**src/source/host_pkg.sv**
```systemverilog
// ********************
// Shared widths, L2 geometry, config register map and the host address
// views. Modules take it with a wildcard import in their header.
// ********************
package host_pkg;

  localparam int unsigned ADDR_W = 32;
  localparam int unsigned DATA_W = 32;

  // L2 scratchpad geometry
  localparam int unsigned NUM_BANKS_DEF  = 8;
  localparam int unsigned BANK_WORDS_DEF = 1024;
  localparam int unsigned BANK_SEL_W     = $clog2(NUM_BANKS_DEF);
  localparam int unsigned ROW_W          = $clog2(BANK_WORDS_DEF);

  // Address bit 16 set selects config space
  localparam int unsigned REGION_BIT = 16;

  localparam int unsigned CFG_IDX_W = 4;

  localparam logic [CFG_IDX_W-1:0] CFG_CACHE_START = 4'd0;
  localparam logic [CFG_IDX_W-1:0] CFG_CACHE_END   = 4'd1;
  localparam logic [CFG_IDX_W-1:0] CFG_SPM_START   = 4'd2;
  localparam logic [CFG_IDX_W-1:0] CFG_DMA_EVT_CNT = 4'd3;

  // Returned for any index without a register behind it
  localparam logic [DATA_W-1:0] CFG_DEFAULT_RDATA = 32'hDEAD_F000;

  // L2 view, word interleaved across the banks
  typedef struct packed {
    logic [ADDR_W-REGION_BIT-2:0]                unused_hi;
    logic                                        region;
    logic [REGION_BIT-ROW_W-BANK_SEL_W-3:0]      unused_mid;
    logic [ROW_W-1:0]                            row;
    logic [BANK_SEL_W-1:0]                       bank;
    logic [1:0]                                  byte_off;
  } l2_addr_t;

  // Config view, one register per word
  typedef struct packed {
    logic [ADDR_W-REGION_BIT-2:0]                unused_hi;
    logic                                        region;
    logic [REGION_BIT-CFG_IDX_W-3:0]             unused_mid;
    logic [CFG_IDX_W-1:0]                        idx;
    logic [1:0]                                  byte_off;
  } cfg_addr_t;

  typedef union packed {
    l2_addr_t  l2;
    cfg_addr_t cfg;
  } host_addr_u;

endpackage

```
**src/source/host_xbar.sv**
```systemverilog
// ********************
// Routes each accepted host request to L2 or config space and returns
// the selected target's read data. One transaction in flight at a time.
// ********************
`timescale 1ns/100ps

module host_xbar import host_pkg::*; (
  input  logic              clk_i,
  input  logic              rst_n_i,
  // Host side
  input  logic              req_valid_i,
  input  logic              req_write_i,
  input  host_addr_u        req_addr_i,
  input  logic [DATA_W-1:0] req_wdata_i,
  output logic              req_ready_o,
  output logic              rsp_valid_o,
  output logic [DATA_W-1:0] rsp_rdata_o,
  input  logic              rsp_ready_i,
  // Target side
  output logic              l2_req_o,
  output logic              cfg_req_o,
  output logic              tgt_write_o,
  output host_addr_u        tgt_addr_o,
  output logic [DATA_W-1:0] tgt_wdata_o,
  input  logic [DATA_W-1:0] l2_rdata_i,
  input  logic [DATA_W-1:0] cfg_rdata_i
);

  logic rsp_pending_q;
  logic sel_cfg_q;
  logic accept;
  logic hit_cfg;

  // Free when idle or when the pending response leaves this cycle
  assign req_ready_o = ~rsp_pending_q | rsp_ready_i;
  assign accept      = req_valid_i & req_ready_o;

  assign hit_cfg = req_addr_i[REGION_BIT];

  // Exactly one strobe per accepted request
  assign l2_req_o  = accept & ~hit_cfg;
  assign cfg_req_o = accept & hit_cfg;

  assign tgt_write_o = req_write_i;
  assign tgt_addr_o  = req_addr_i;
  assign tgt_wdata_o = req_wdata_i;

  always_ff @(posedge clk_i) begin
    if (!rst_n_i) begin
      rsp_pending_q <= 1'b0;
    end else if (accept) begin
      rsp_pending_q <= 1'b1;
    end else if (rsp_ready_i) begin
      rsp_pending_q <= 1'b0;
    end
  end

  // Remember the target so the returning data can be picked
  always_ff @(posedge clk_i) begin
    if (!rst_n_i) begin
      sel_cfg_q <= 1'b0;
    end else if (accept) begin
      sel_cfg_q <= hit_cfg;
    end
  end

  // Targets hold their data until the next strobe, so this stays stable
  // while the host stalls
  assign rsp_valid_o = rsp_pending_q;
  assign rsp_rdata_o = sel_cfg_q ? cfg_rdata_i : l2_rdata_i;

endmodule

```
**config.mk**
```make
export PLATFORM = sky130hd
export DESIGN_NAME = host_xbar
export DESIGN_NICKNAME = d
export VERILOG_FILES = /design/src/source/host_pkg.sv /design/src/source/host_xbar.sv
export SDC_FILE = /design/constraint.sdc
export NUM_CORES = 1
export LEC_CHECK = 0
export BUFFER_PORTS_ARGS = -buffer_cell sky130_fd_sc_hd__buf_2
export CAP_MARGIN = 20
export CORE_AREA = 2 2 91 93
export DETAILED_ROUTE_END_ITERATION = 7
export DIE_AREA = 0 0 93 95
export PLACE_DENSITY_LB_ADDON = 0.2
export SYNTH_ARGS = -nofsm -noshare
export SYNTH_HDL_FRONTEND = slang
export SYNTH_SLANG_ARGS = --single-unit
```
**constraint.sdc**
```tcl
create_clock -name clk_i -period 1.2 [get_ports clk_i]
set_clock_uncertainty 0.1 [all_clocks]
set_input_delay 0.24 -clock clk_i [delete_from_list [all_inputs] [get_ports clk_i]]
set_output_delay 0.24 -clock clk_i [all_outputs]
set_load 0.005 [all_outputs]
```
After elaboration in Yosys (flattened, before gate mapping)
Index checks and enable logic that the tools add are counted.
{"block": "word_totals", "ff_bits": 2, "inputBits": 133, "output_inout_bits": 101}
{"block": "classes", "mux": 3, "bitwise_logic": 6, "n_reduce_logical": 1}
{"operator": "$mux W32", "count": 1}
{"operator": "$and A1 B1 Y1", "count": 3}
{"operator": "$mux W1", "count": 2}
{"operator": "$not A1 Y1", "count": 2}
{"operator": "$reduce_bool A2 Y1", "count": 1}
{"operator": "$or A1 B1 Y1", "count": 1}

Logic depth before layout (Yosys ltp)
{"block": "depth", "word_depth": 4, "depth_mapped": 3, "ltp_nobuf": 3}

Worst setup path after synthesis
Ideal clock, no wire load.
{"block": "synth_path", "path_kind": "register -> output", "startpoint": "register sel_cfg_q", "endpoint": "output port rsp_rdata_o[0]", "arrival_time_ns": 0.874, "required_ns": 0.860, "setup_slack_ns": -0.014, "stages_incl_launch_ff": 4, "path_cell_list": "dfxtp_1 buf_6 buf_12 mux2_4"}
{"block": "synth_via", "elab_chain_cells": 1}
{"item": "start, declared", "line": "host_xbar.sv:30", "rtl": "logic sel_cfg_q;"}
{"item": "start signal, assigned", "line": "host_xbar.sv:63", "rtl": "sel_cfg_q <= hit_cfg;"}
{"item": "$mux W32", "line": "host_xbar.sv:70", "rtl": "assign rsp_rdata_o = sel_cfg_q ? cfg_rdata_i : l2_rdata_i;"}
{"item": "end, declared", "line": "host_xbar.sv:17", "rtl": "output logic [DATA_W-1:0] rsp_rdata_o,"}
No other way between the ends.

Worst setup path after layout
{"block": "layout_path", "startpoint": "register sel_cfg_q", "endpoint": "output port rsp_rdata_o[1]"}
Same word-level chain as after synthesis.

==> summary.txt <==
Logic synthesis
  • Avg Inst Size Synth: between 10 and 15 sq um
  • Mapped cell area: about 0.0011 sq mm
  • Mapped Nets: between 200 and 250
  • Post-synthesis sequential area ratio: under 10%
  • Yosys warns: 0
  • Netlist cell types: 13
  • Synthesized netlist cell count: approximately 110
  • Yosys reg bits: 2

Clock network
  • Clock root buffer: clkbuf_8
  • Bufs on Longest Clock Path: 2
  • CTS tree: done
  • Total CTS buffers: 3
  • Clock-pin slew on the worst setup and hold paths: about 30 ps
  • H-tree lvl count: 1
  • Hold_buf cts: 0
  • Clock latency on the worst-skew pair: roughly 210 ps
  • Clk sinks: 2

Routing
  • Vias per inst: approximately 3.4
  • Initial DRT Pass Iterations: 2
  • Drt initial violations: 4
  • Drc violations: 0
  • Metal1 wirelength: 1030 microns
  • Wire per inst: about 14 microns
  • Post-route ant nets: 0
  • Wirelength, routed: about 3800 microns
  • Met2 WL: between 2000 and 2500 microns
  • Routed met3 length: between 500 and 600 microns
  • Highest Signal Layer: met4
  • Via count: around 900

Hold path
  • Worst Hold Path EP: sel_cfg_q$_SDFFE_PN0P_
  • Hold path depth: 2
  • Hold Startpoint: rst_n_i
  • Min-delay worst type: primary input to flip-flop

Worst setup path
  • Crit Path Max Fanout: 10
  • CP Launch Type: flip-flop
  • Critical path type: flip-flop to primary output
  • Worst reg2reg startpoint: rsp_valid_o$_SDFFE_PN0P_
  • Cells on worst reg2reg path: 5
  • CP Data Required Time: 860 ps
  • FF-to-FF setup slack: 80 ps
  • Critical Path AT: 1200 ps
  • Crit path capture type: primary output
  • Reg-to-reg endpoint: sel_cfg_q$_SDFFE_PN0P_

Pwr
  • P per Cell Area: about 570 mW/mm^2
  • Worst IR Drop VDD: ~0.00031 V
  • P_leak: 0.000828 uW

Final layout
  • Most frequent cells in the layout: 72 x buf_2, 34 x buf_6, 32 x mux2_4, 3 x clkbuf_8
  • Layout cells sized above 1: between 90% and 100%
  • Syn-to-layout area delta: 41.7%
  • Most common cell after layout, fill and taps aside: buf_2
  • Diode count: 0
  • Final instance area: between 0.0015 and 0.002 sq mm
  • Fill count: 879
  • # nets final: about 290
  • Final non-filler cell total: between 200 and 300

Global route
  • Congestion Overflow GR: 0
  • Vias in the first global route: 901
  • Largest net degree at the start of global routing: 21
  • All-Layer GR Usage: between 7 and 8%
  • First-pass GRT wire length: between 4000 and 5000 microns
  • Initial antenna violation count: 0

Die
  • Die H: between 90 and 100 microns
  • Die width: just over 90 microns
  • # rows: 33
  • Core ar.: 0.00793 sq mm
  • Initial Utilization: around 14%
  • I/O pin total: between 200 and 250
  • Die area: 0.00884 sq mm

Flow run
  • Max Cap Viol: 0

STA
  • Min Clock Period, post-route: 1540 ps
  • Final period utilization: 129%
  • Final setup vio count: 34
  • Fin. Hold Viols: 0
  • Final Max Slew Viols: 0
  • Hold WS: approximately 180 ps
  • Fmax: ~650 MHz
  • RSZ-0062 raised after global routing: true
  • Worst-Margin Slew: 162 ps
  • Rel. slew slack: about nine tenths
  • Setup ws final: -343 ps

Placed design
  • DP HPWL: 3220 microns
  • Placed cells: 254
  • DP Area: 0.00126 sq mm
  • I/O Buffers: 105
  • Gp weighted congestion: 0.652
  • Dpl ws: -164 ps

Outcome
  • Failing checks: setup timing
  • Status: finished, violations left
logic make-up (layout without fill, tap and decap cells):
| logic type | Yosys count | after routing | synth area share (%) |
|---|---|---|---|
| buffers and inverters | 70 | 115 | 50.0 |
| multiplexers | 32 | 32 | 42.0 |
| AND/OR/NAND/NOR | 4 | 4 | 2.44 |
| AO/OA/AOI/OAI | 3 | 3 | 2.00 |
| flip-flops | 2 | 2 | 3.56 |
critical path: stages (launching register included):
cell       delay, ps
dfxtp_4          380
clkbuf_16        190
mux2_4           310
buf_6            120
cell usage after synthesis:
| cell type | count | area share (%) |
|---|---|---|
| buf_4 | 65 | 43 |
| mux2_4 | 30 | 40 |
| buf_12 | 3 | 5.3 |
| a21boi_0 | 2 | 1.3 |
| dfxtp_1 | 2 | 3.6 |
| mux2_2 | 2 | 2.0 |
| and3_1 | 1 | 0.56 |
| buf_6 | 1 | 1.0 |
| inv_1 | 1 | 0.33 |
| nand2_1 | 1 | 0.33 |
| nand2b_4 | 1 | 1.2 |
| nor2_1 | 1 | 0.33 |
| o21a_1 | 1 | 0.67 |
final cells by class:
cell class	instances	area, sq um	area share (%)
inverters	1	3.75	0.235
clock buffers	3	41.3	2.59
repair buffers	111	823	51.6
well taps	105	131	8.24
flip-flops and latches	2	45.0	2.82
multi-input cells	39	551	34.5
power breakdown:
group	internal, uW	total, uW	switching, uW
Sequential	71.1	78.0	6.91
Clock	212	261	49.5
Combinational	403	572	169
Total	686	911	226
what timing repair did:
action                     4_1_cts  5_1_grt
gates resized for setup         37        6
cloned                           0        1
setup endpoints to repair       34       35
pin swaps                        3        1
buffers inserted                 1        2
layer usage:
layer  vias up  GRT usage, %
met3        24          4.07
li1        391             -
met4         0          4.41
met5         -             0
met1       365          5.87
met2        95          13.4
worst max-delay path by stage:
stage,from,endpoint,slack (ps),cells after the start
floorplan,sel_cfg_q$_SDFFE_PN0P_,rsp_rdata_o[0],-6,3
global placement,sel_cfg_q$_SDFFE_PN0P_,rsp_rdata_o[12],-160,3
detailed placement,sel_cfg_q$_SDFFE_PN0P_,rsp_rdata_o[12],-160,3
CTS,sel_cfg_q$_SDFFE_PN0P_,rsp_rdata_o[12],-370,3
global route,sel_cfg_q$_SDFFE_PN0P_,rsp_rdata_o[0],-390,3
finish,sel_cfg_q$_SDFFE_PN0P_,rsp_rdata_o[1],-340,3
through the flow:
stage,TNS [ps],util (%),total power [uW]
final,-10570,20.1,911
after global routing,-11990,20.1,975
after CTS,-11050,19.1,897
after detailed placement,-4270,16.0,510
after global placement,-4070,16.0,512
after floorplan,-180,-,478
flip-flops by register name (all words and copies together) (netlist names):
register / cells
sel_cfg_q: 1
rsp_valid_o: 1
Note: power is estimated with default switching activity, not from simulation.
