--- config.mk ---
export PLATFORM = sky130hd
export DESIGN_NAME = host_cfg_regs
export DESIGN_NICKNAME = d
export VERILOG_FILES = /design/src/source/host_pkg.sv /design/src/source/host_cfg_regs.sv
export SDC_FILE = /design/constraint.sdc
export NUM_CORES = 1
export LEC_CHECK = 0
export ABC_AREA = 1
export BUFFER_PORTS_ARGS = -buffer_cell sky130_fd_sc_hd__clkbuf_2
export CAP_MARGIN = 0
export CORE_UTILIZATION = 30
export DETAILED_ROUTE_END_ITERATION = 8
export SLEW_MARGIN = 20
export SYNTH_ARGS = -nofsm -noshare
export SYNTH_HDL_FRONTEND = slang
export SYNTH_SLANG_ARGS = --single-unit
--- constraint.sdc ---
create_clock -name clk_i -period 4.1 [get_ports clk_i]
set_input_delay 0.205 -clock clk_i [delete_from_list [all_inputs] [get_ports clk_i]]
set_output_delay 0.205 -clock clk_i [all_outputs]
set_load 0.05 [all_outputs]
--- src/source/host_pkg.sv ---
// ********************
// Shared widths, L2 geometry, config register map and the host address
// views. Modules take it with a wildcard import in their header.
// ********************
package host_pkg;

  localparam int unsigned ADDR_W = 32;
  localparam int unsigned DATA_W = 32;

  // L2 scratchpad geometry
  localparam int unsigned NUM_BANKS_DEF  = 8;
  localparam int unsigned BANK_WORDS_DEF = 1024;
  localparam int unsigned BANK_SEL_W     = $clog2(NUM_BANKS_DEF);
  localparam int unsigned ROW_W          = $clog2(BANK_WORDS_DEF);

  // Address bit 16 set selects config space
  localparam int unsigned REGION_BIT = 16;

  localparam int unsigned CFG_IDX_W = 4;

  localparam logic [CFG_IDX_W-1:0] CFG_CACHE_START = 4'd0;
  localparam logic [CFG_IDX_W-1:0] CFG_CACHE_END   = 4'd1;
  localparam logic [CFG_IDX_W-1:0] CFG_SPM_START   = 4'd2;
  localparam logic [CFG_IDX_W-1:0] CFG_DMA_EVT_CNT = 4'd3;

  // Returned for any index without a register behind it
  localparam logic [DATA_W-1:0] CFG_DEFAULT_RDATA = 32'hDEAD_F000;

  // L2 view, word interleaved across the banks
  typedef struct packed {
    logic [ADDR_W-REGION_BIT-2:0]                unused_hi;
    logic                                        region;
    logic [REGION_BIT-ROW_W-BANK_SEL_W-3:0]      unused_mid;
    logic [ROW_W-1:0]                            row;
    logic [BANK_SEL_W-1:0]                       bank;
    logic [1:0]                                  byte_off;
  } l2_addr_t;

  // Config view, one register per word
  typedef struct packed {
    logic [ADDR_W-REGION_BIT-2:0]                unused_hi;
    logic                                        region;
    logic [REGION_BIT-CFG_IDX_W-3:0]             unused_mid;
    logic [CFG_IDX_W-1:0]                        idx;
    logic [1:0]                                  byte_off;
  } cfg_addr_t;

  typedef union packed {
    l2_addr_t  l2;
    cfg_addr_t cfg;
  } host_addr_u;

endpackage

--- src/source/host_cfg_regs.sv ---
// ********************
// Cache window registers and the read-only DMA event counter.
// Unmapped indices read back the default word.
// ********************
`timescale 1ns/100ps

module host_cfg_regs import host_pkg::*; (
  input  logic              clk_i,
  input  logic              rst_n_i,
  input  logic              req_i,
  input  logic              write_i,
  input  host_addr_u        addr_i,
  input  logic [DATA_W-1:0] wdata_i,
  output logic [DATA_W-1:0] rdata_o,
  input  logic              dma_evt_pulse_i
);

  logic [CFG_IDX_W-1:0] reg_idx;
  logic [DATA_W-1:0]    cache_start_q;
  logic [DATA_W-1:0]    cache_end_q;
  logic [DATA_W-1:0]    spm_start_q;
  logic [DATA_W-1:0]    dma_evt_cnt_q;
  logic [DATA_W-1:0]    rd_word;

  assign reg_idx = addr_i.cfg.idx;

  // Window registers, writes elsewhere are dropped
  always_ff @(posedge clk_i) begin
    if (!rst_n_i) begin
      cache_start_q <= '0;
      cache_end_q   <= '0;
      spm_start_q   <= '0;
    end else if (req_i && write_i) begin
      case (reg_idx)
        CFG_CACHE_START: cache_start_q <= wdata_i;
        CFG_CACHE_END:   cache_end_q   <= wdata_i;
        CFG_SPM_START:   spm_start_q   <= wdata_i;
        default: ;
      endcase
    end
  end

  // Wraps at the top
  always_ff @(posedge clk_i) begin
    if (!rst_n_i) begin
      dma_evt_cnt_q <= '0;
    end else if (dma_evt_pulse_i) begin
      dma_evt_cnt_q <= dma_evt_cnt_q + 1'b1;
    end
  end

  always_comb begin
    case (reg_idx)
      CFG_CACHE_START: rd_word = cache_start_q;
      CFG_CACHE_END:   rd_word = cache_end_q;
      CFG_SPM_START:   rd_word = spm_start_q;
      CFG_DMA_EVT_CNT: rd_word = dma_evt_cnt_q;
      default:         rd_word = CFG_DEFAULT_RDATA;
    endcase
  end

  // Held until the next request
  always_ff @(posedge clk_i) begin
    if (!rst_n_i) begin
      rdata_o <= '0;
    end else if (req_i) begin
      rdata_o <= write_i ? '0 : rd_word;
    end
  end

endmodule

Word-level counts from Yosys, hierarchy flattened
Cells that the tools add are included.
{"block": "word_totals", "reg_bits": 160}
{"block": "op_classes", "addsub": 1, "eq_ne": 3, "n_mux": 2, "n_reduce_logical": 5}
{"operator": "case mux 32 bit (4 select lines)", "count": 1}
{"operator": "adder 32 x 1 -> 32 bit, second input constant", "count": 1}
{"operator": "two-way mux 32 bit", "count": 1}
{"operator": "equality test 4 x 2 -> 1 bit, second input constant", "count": 2}
{"operator": "AND reduction 2 bit", "count": 3}
{"operator": "equality test 4 x 1 -> 1 bit, second input constant", "count": 1}
{"operator": "logical NOT 4 bit", "count": 1}
{"operator": "logical AND 1 bit", "count": 1}

Logic depth before layout (Yosys ltp)
{"block": "depth", "word_depth": 3, "depth_mapped": 9, "ltp_nobuf": 9}

Least setup slack after synthesis
OpenSTA, ideal clock, no wires.
{"block": "synth_path", "kind": "register to register", "from": "register dma_evt_cnt_q[0]", "to": "register dma_evt_cnt_q[14]", "setup_ps": 128, "arrival_ps": 1280, "required_time_ps": 3972, "slack_ps": 2692, "path_stages_with_launch": 9, "path_buffers": 0, "synth_period_minus_slack_ps": 1408, "path_cell_list": "dfxtp_1 -> ha_1 -> nand3_1 -> nor2_1 -> nand2_1 -> nor2_1 -> nand3_1 -> nand2_1 -> nor2_1"}
{"block": "synth_between", "elab_chain_len": 1}
{"element": "start: declaration", "line": "host_cfg_regs.sv:22", "source": "logic [DATA_W-1:0] dma_evt_cnt_q;"}
{"element": "start signal: assignment", "line": "host_cfg_regs.sv:48", "source": "dma_evt_cnt_q <= dma_evt_cnt_q + 1'b1;"}
{"element": "adder 32 x 1 -> 32 bit", "line": "host_cfg_regs.sv:48"}
Every way passes these cells.
A chain may end at the register's enable or synchronous reset.

Final worst setup path
{"block": "layout_path", "from": "input addr_i[2] (netlist name)", "to": "register cache_end_q[1]"}
{"block": "layout_between", "elab_chain_len": 2}
{"element": "start: declaration", "line": "host_cfg_regs.sv:12", "source": "input host_addr_u addr_i,"}
{"element": "equality test 4 x 1 -> 1 bit", "line": "host_cfg_regs.sv:34", "source": "case (reg_idx)"}
{"element": "AND reduction 2 bit (no source line)"}
{"element": "end signal: assignment", "line": "host_cfg_regs.sv:36", "source": "CFG_CACHE_END: cache_end_q <= wdata_i;"}
{"element": "end: declaration", "line": "host_cfg_regs.sv:20", "source": "logic [DATA_W-1:0] cache_end_q;"}
Every way passes these cells.

==> impl_table.tex <==
\begin{tabular}{lr}
\hline
Metric & Value \\
\hline
\multicolumn{2}{l}{\textbf{Synth}} \\
Portion of the post-synthesis area used by sequential elements & 43.52\% \\
Average cell area after synthesis & 6.840 um\^{}2 \\
Yosys reg bits & 160 \\
Synthesized cell area & 0.007360 mm\^{}2 \\
Syn. warnings & 0 \\
Instance count of the mapped netlist & 1076 \\
Main area contributors after synthesis & sky130\_fd\_sc\_hd\_\_dfxtp\_1, sky130\_fd\_sc\_hd\_\_nand3\_1, sky130\_fd\_sc\_hd\_\_a21oi\_1 \\
Distinct cells, synth & 30 \\
Post-synth top area share & 43.52\% \\
Number of nets produced by synthesis & 1146 \\
Biggest area consumer among synthesized cells & sky130\_fd\_sc\_hd\_\_dfxtp\_1 \\
\multicolumn{2}{l}{\textbf{Detailed routing}} \\
Antenna violation net count after detailed routing & 0 \\
Post-DR vias/cell & 4.660 \\
Initial DRT Pass Iterations & 4 \\
Vias & 6715 \\
First-iteration detailed-routing DRC count & 329 \\
Routed length per instance & 13.38 um \\
Drc violations & 0 \\
Aggregate routed wire length & 19.29 mm \\
\multicolumn{2}{l}{\textbf{Timing}} \\
Transition time of the tightest slew-check pin & 0.9032 ns \\
Minimum clock period after layout & 2.234 ns \\
Worst relative slew slack & 39.59\% \\
Final Hold Fails & 0 \\
Slew Limit Fails & 0 \\
\# setup viols final & 0 \\
RSZ-0062 raised after global routing & false \\
Final worst clock skew & 0.01156 ns \\
Final total negative setup slack & 0 ns \\
Timing-limited maximum frequency & 447.7 MHz \\
Worst hold slack & 0.07423 ns \\
Tcrit/Tclk final & 54.48\% \\
\multicolumn{2}{l}{\textbf{Floorplan}} \\
I/O pin cnt & 101 \\
Number of standard-cell rows in the floorplan & 56 \\
Vertical extent of the die & 158.6 um \\
Total die area & 0.02516 mm\^{}2 \\
Chip width & 158.6 um \\
Placeable core area & 0.02375 mm\^{}2 \\
Initial cell density of the core & 30.98\% \\
\multicolumn{2}{l}{\textbf{Clock tree}} \\
Number of buffers added to fix hold violations after cts & 0 \\
Number of sinks driven by the clock tree & 160 \\
Worst skew pair latency & 0.43 ns \\
Clock slew seen by the registers of the worst setup and hold paths & 0.06 ns \\
Max Root-Sink Buffers & 2 \\
TritonCTS Buffers & 17 \\
Post-CTS setup buffer count & 0 \\
Deepest level of the CTS H-tree & 4 \\
Clock tree from TritonCTS & built \\
CTS Root Buffer Type & sky130\_fd\_sc\_hd\_\_clkbuf\_16 \\
Post-CTS sizing & 0 \\
\multicolumn{2}{l}{\textbf{Placement}} \\
GPL Wtd Cong & 0.8552 \\
Port-buffer cells & 72 \\
Half-perimeter wire length of the detailed placement result & 12.24 mm \\
\multicolumn{2}{l}{\textbf{Critical path}} \\
Category of the most critical setup path & in -> reg \\
Arrival time worst endpoint & 2.52 ns \\
Critical path required time & 4.39 ns \\
Crit end category & flip-flop \\
Critical path peak fanout & 64 \\
Kind of launch point of the worst setup path & input port \\
\multicolumn{2}{l}{\textbf{Final layout}} \\
Filler Cell Count & 2552 \\
Most common cell after layout, fill and taps aside & sky130\_fd\_sc\_hd\_\_nand2\_1 \\
Commonest cells after routing, fill and taps aside & sky130\_fd\_sc\_hd\_\_nand2\_1, sky130\_fd\_sc\_hd\_\_dfxtp\_1, sky130\_fd\_sc\_hd\_\_nand3\_1 \\
Proportion of layout cells with a drive suffix above 1 & 11.05\% \\
Syn-to-layout area delta & 14.77\% \\
Antenna diode count & 0 \\
Number of nets in the layout & 1179 \\
\multicolumn{2}{l}{\textbf{Pwr}} \\
Total chip power & 3.385 mW \\
Worst supply voltage drop on vdd & 0.0002183 V \\
Leak Pwr & 3.138 nW \\
Power per unit of standard cell area & 400.8 mW/mm\^{}2 \\
\multicolumn{2}{l}{\textbf{Flow run}} \\
MaxCap Viol Count & 0 \\
\multicolumn{2}{l}{\textbf{Worst hold path}} \\
Worst min-delay path class & in -> reg \\
\multicolumn{2}{l}{\textbf{Global route}} \\
Initial antenna violation count & 0 \\
Wire length of the first global-routing pass & 31.15 mm \\
Largest net degree at the start of global routing & 117 \\
Number of global-route vias before repair & 5980 \\
Total routing usage reported by global routing & 16.04\% \\
Overflow left after global routing & 0 \\
\multicolumn{2}{l}{\textbf{Run status}} \\
Outcome & finished clean \\
\hline
\end{tabular}
==> cell type report <==
class | instances | area [um^2] | area share [%]
flip-flops and latches | 160 | 3203 | 37.92
clock inverters | 12 | 130.1 | 1.541
repair buffers | 80 | 432.9 | 5.125
multi-input cells | 719 | 3353 | 39.70
inverters | 131 | 491.7 | 5.821
clock buffers | 20 | 436.7 | 5.170
well taps | 319 | 399.1 | 4.725
==> worst paths after layout <==
kind                                  startpoint                end  slack [ns]  cells past startpoint
worst max-delay path                   addr_i[2]     cache_end_q[1]        1.87                      6
worst min-delay path                  wdata_i[9]     spm_start_q[9]        0.07                      3
worst max register to register  dma_evt_cnt_q[0]  dma_evt_cnt_q[14]        2.40                      8
worst min register to register   spm_start_q[25]    spm_start_q[25]        0.44                      2
==> critical path, cell delays in order <==
cell and delay, ns:
sky130_fd_sc_hd__clkbuf_2 0.38, sky130_fd_sc_hd__nand2_2 0.33, sky130_fd_sc_hd__inv_2 0.46, sky130_fd_sc_hd__nand3_4 0.63, sky130_fd_sc_hd__o21ai_0 0.40, sky130_fd_sc_hd__a21oi_1 0.08
==> cell usage after synthesis (all sizes together) <==
library cell	number
o21ai	119
nor2	108
buf	34
dfxtp	160
a21oi	143
nand2	172
xnor2	1
nand3	156
o21bai	1
o21a	1
ha	1
nand4	8
or2	1
and2	1
nor3	6
clkinv	1
inv	130
clkbuf	32
nor3b	1
==> logic make-up after synthesis <==
family	count (synthesis)	synth area share, %
and+or+nand+nor	453	27.18
AOI/OAI and AO/OA	264	18.02
buffers and inverters	197	10.98
DFF	160	43.52
xor gates and xnor gates	1	0.1190
adders and majority gates	1	0.1700
==> registers in the layout, indices dropped and copies added (netlist names) <==
signal and cells:
cache_end_q 32, cache_start_q 32, dma_evt_cnt_q 32, rdata_o 32
spm_start_q 32
==> layer usage <==
| layer | wire length (um) | GRT usage [%] |
|---|---|---|
| met5 | 0 | 0 |
| met2 | 8617 | 25.04 |
| met1 | 9690 | 22.11 |
| met3 | 800 | 2.803 |
| met4 | 177 | 5.540 |
==> report_power, final <==
| group | total, mW | switching (mW) | internal (mW) |
|---|---|---|---|
| Combinational | 0.234 | 0.175 | 0.0588 |
| Clock | 1.56 | 0.664 | 0.899 |
| Sequential | 1.59 | 0.0114 | 1.58 |
| Total | 3.39 | 0.851 | 2.53 |
==> metrics by stage <==
| stage | util [%] | worst slack (ns) | cell area, um^2 | std cells |
|---|---|---|---|---|
| finish | 35.56 | 1.866 | 8447 | 1441 |
| global route | 35.56 | 1.569 | 8447 | 1441 |
| CTS | 35.54 | 1.930 | 8442 | 1441 |
| detailed placement | 33.15 | 1.440 | 7875 | 1409 |
| global placement | 33.15 | 1.522 | 7875 | 1409 |
| floorplan | - | 2.692 | 7360 | 1076 |
No activity file was read; power rests on OpenSTA's default activity.
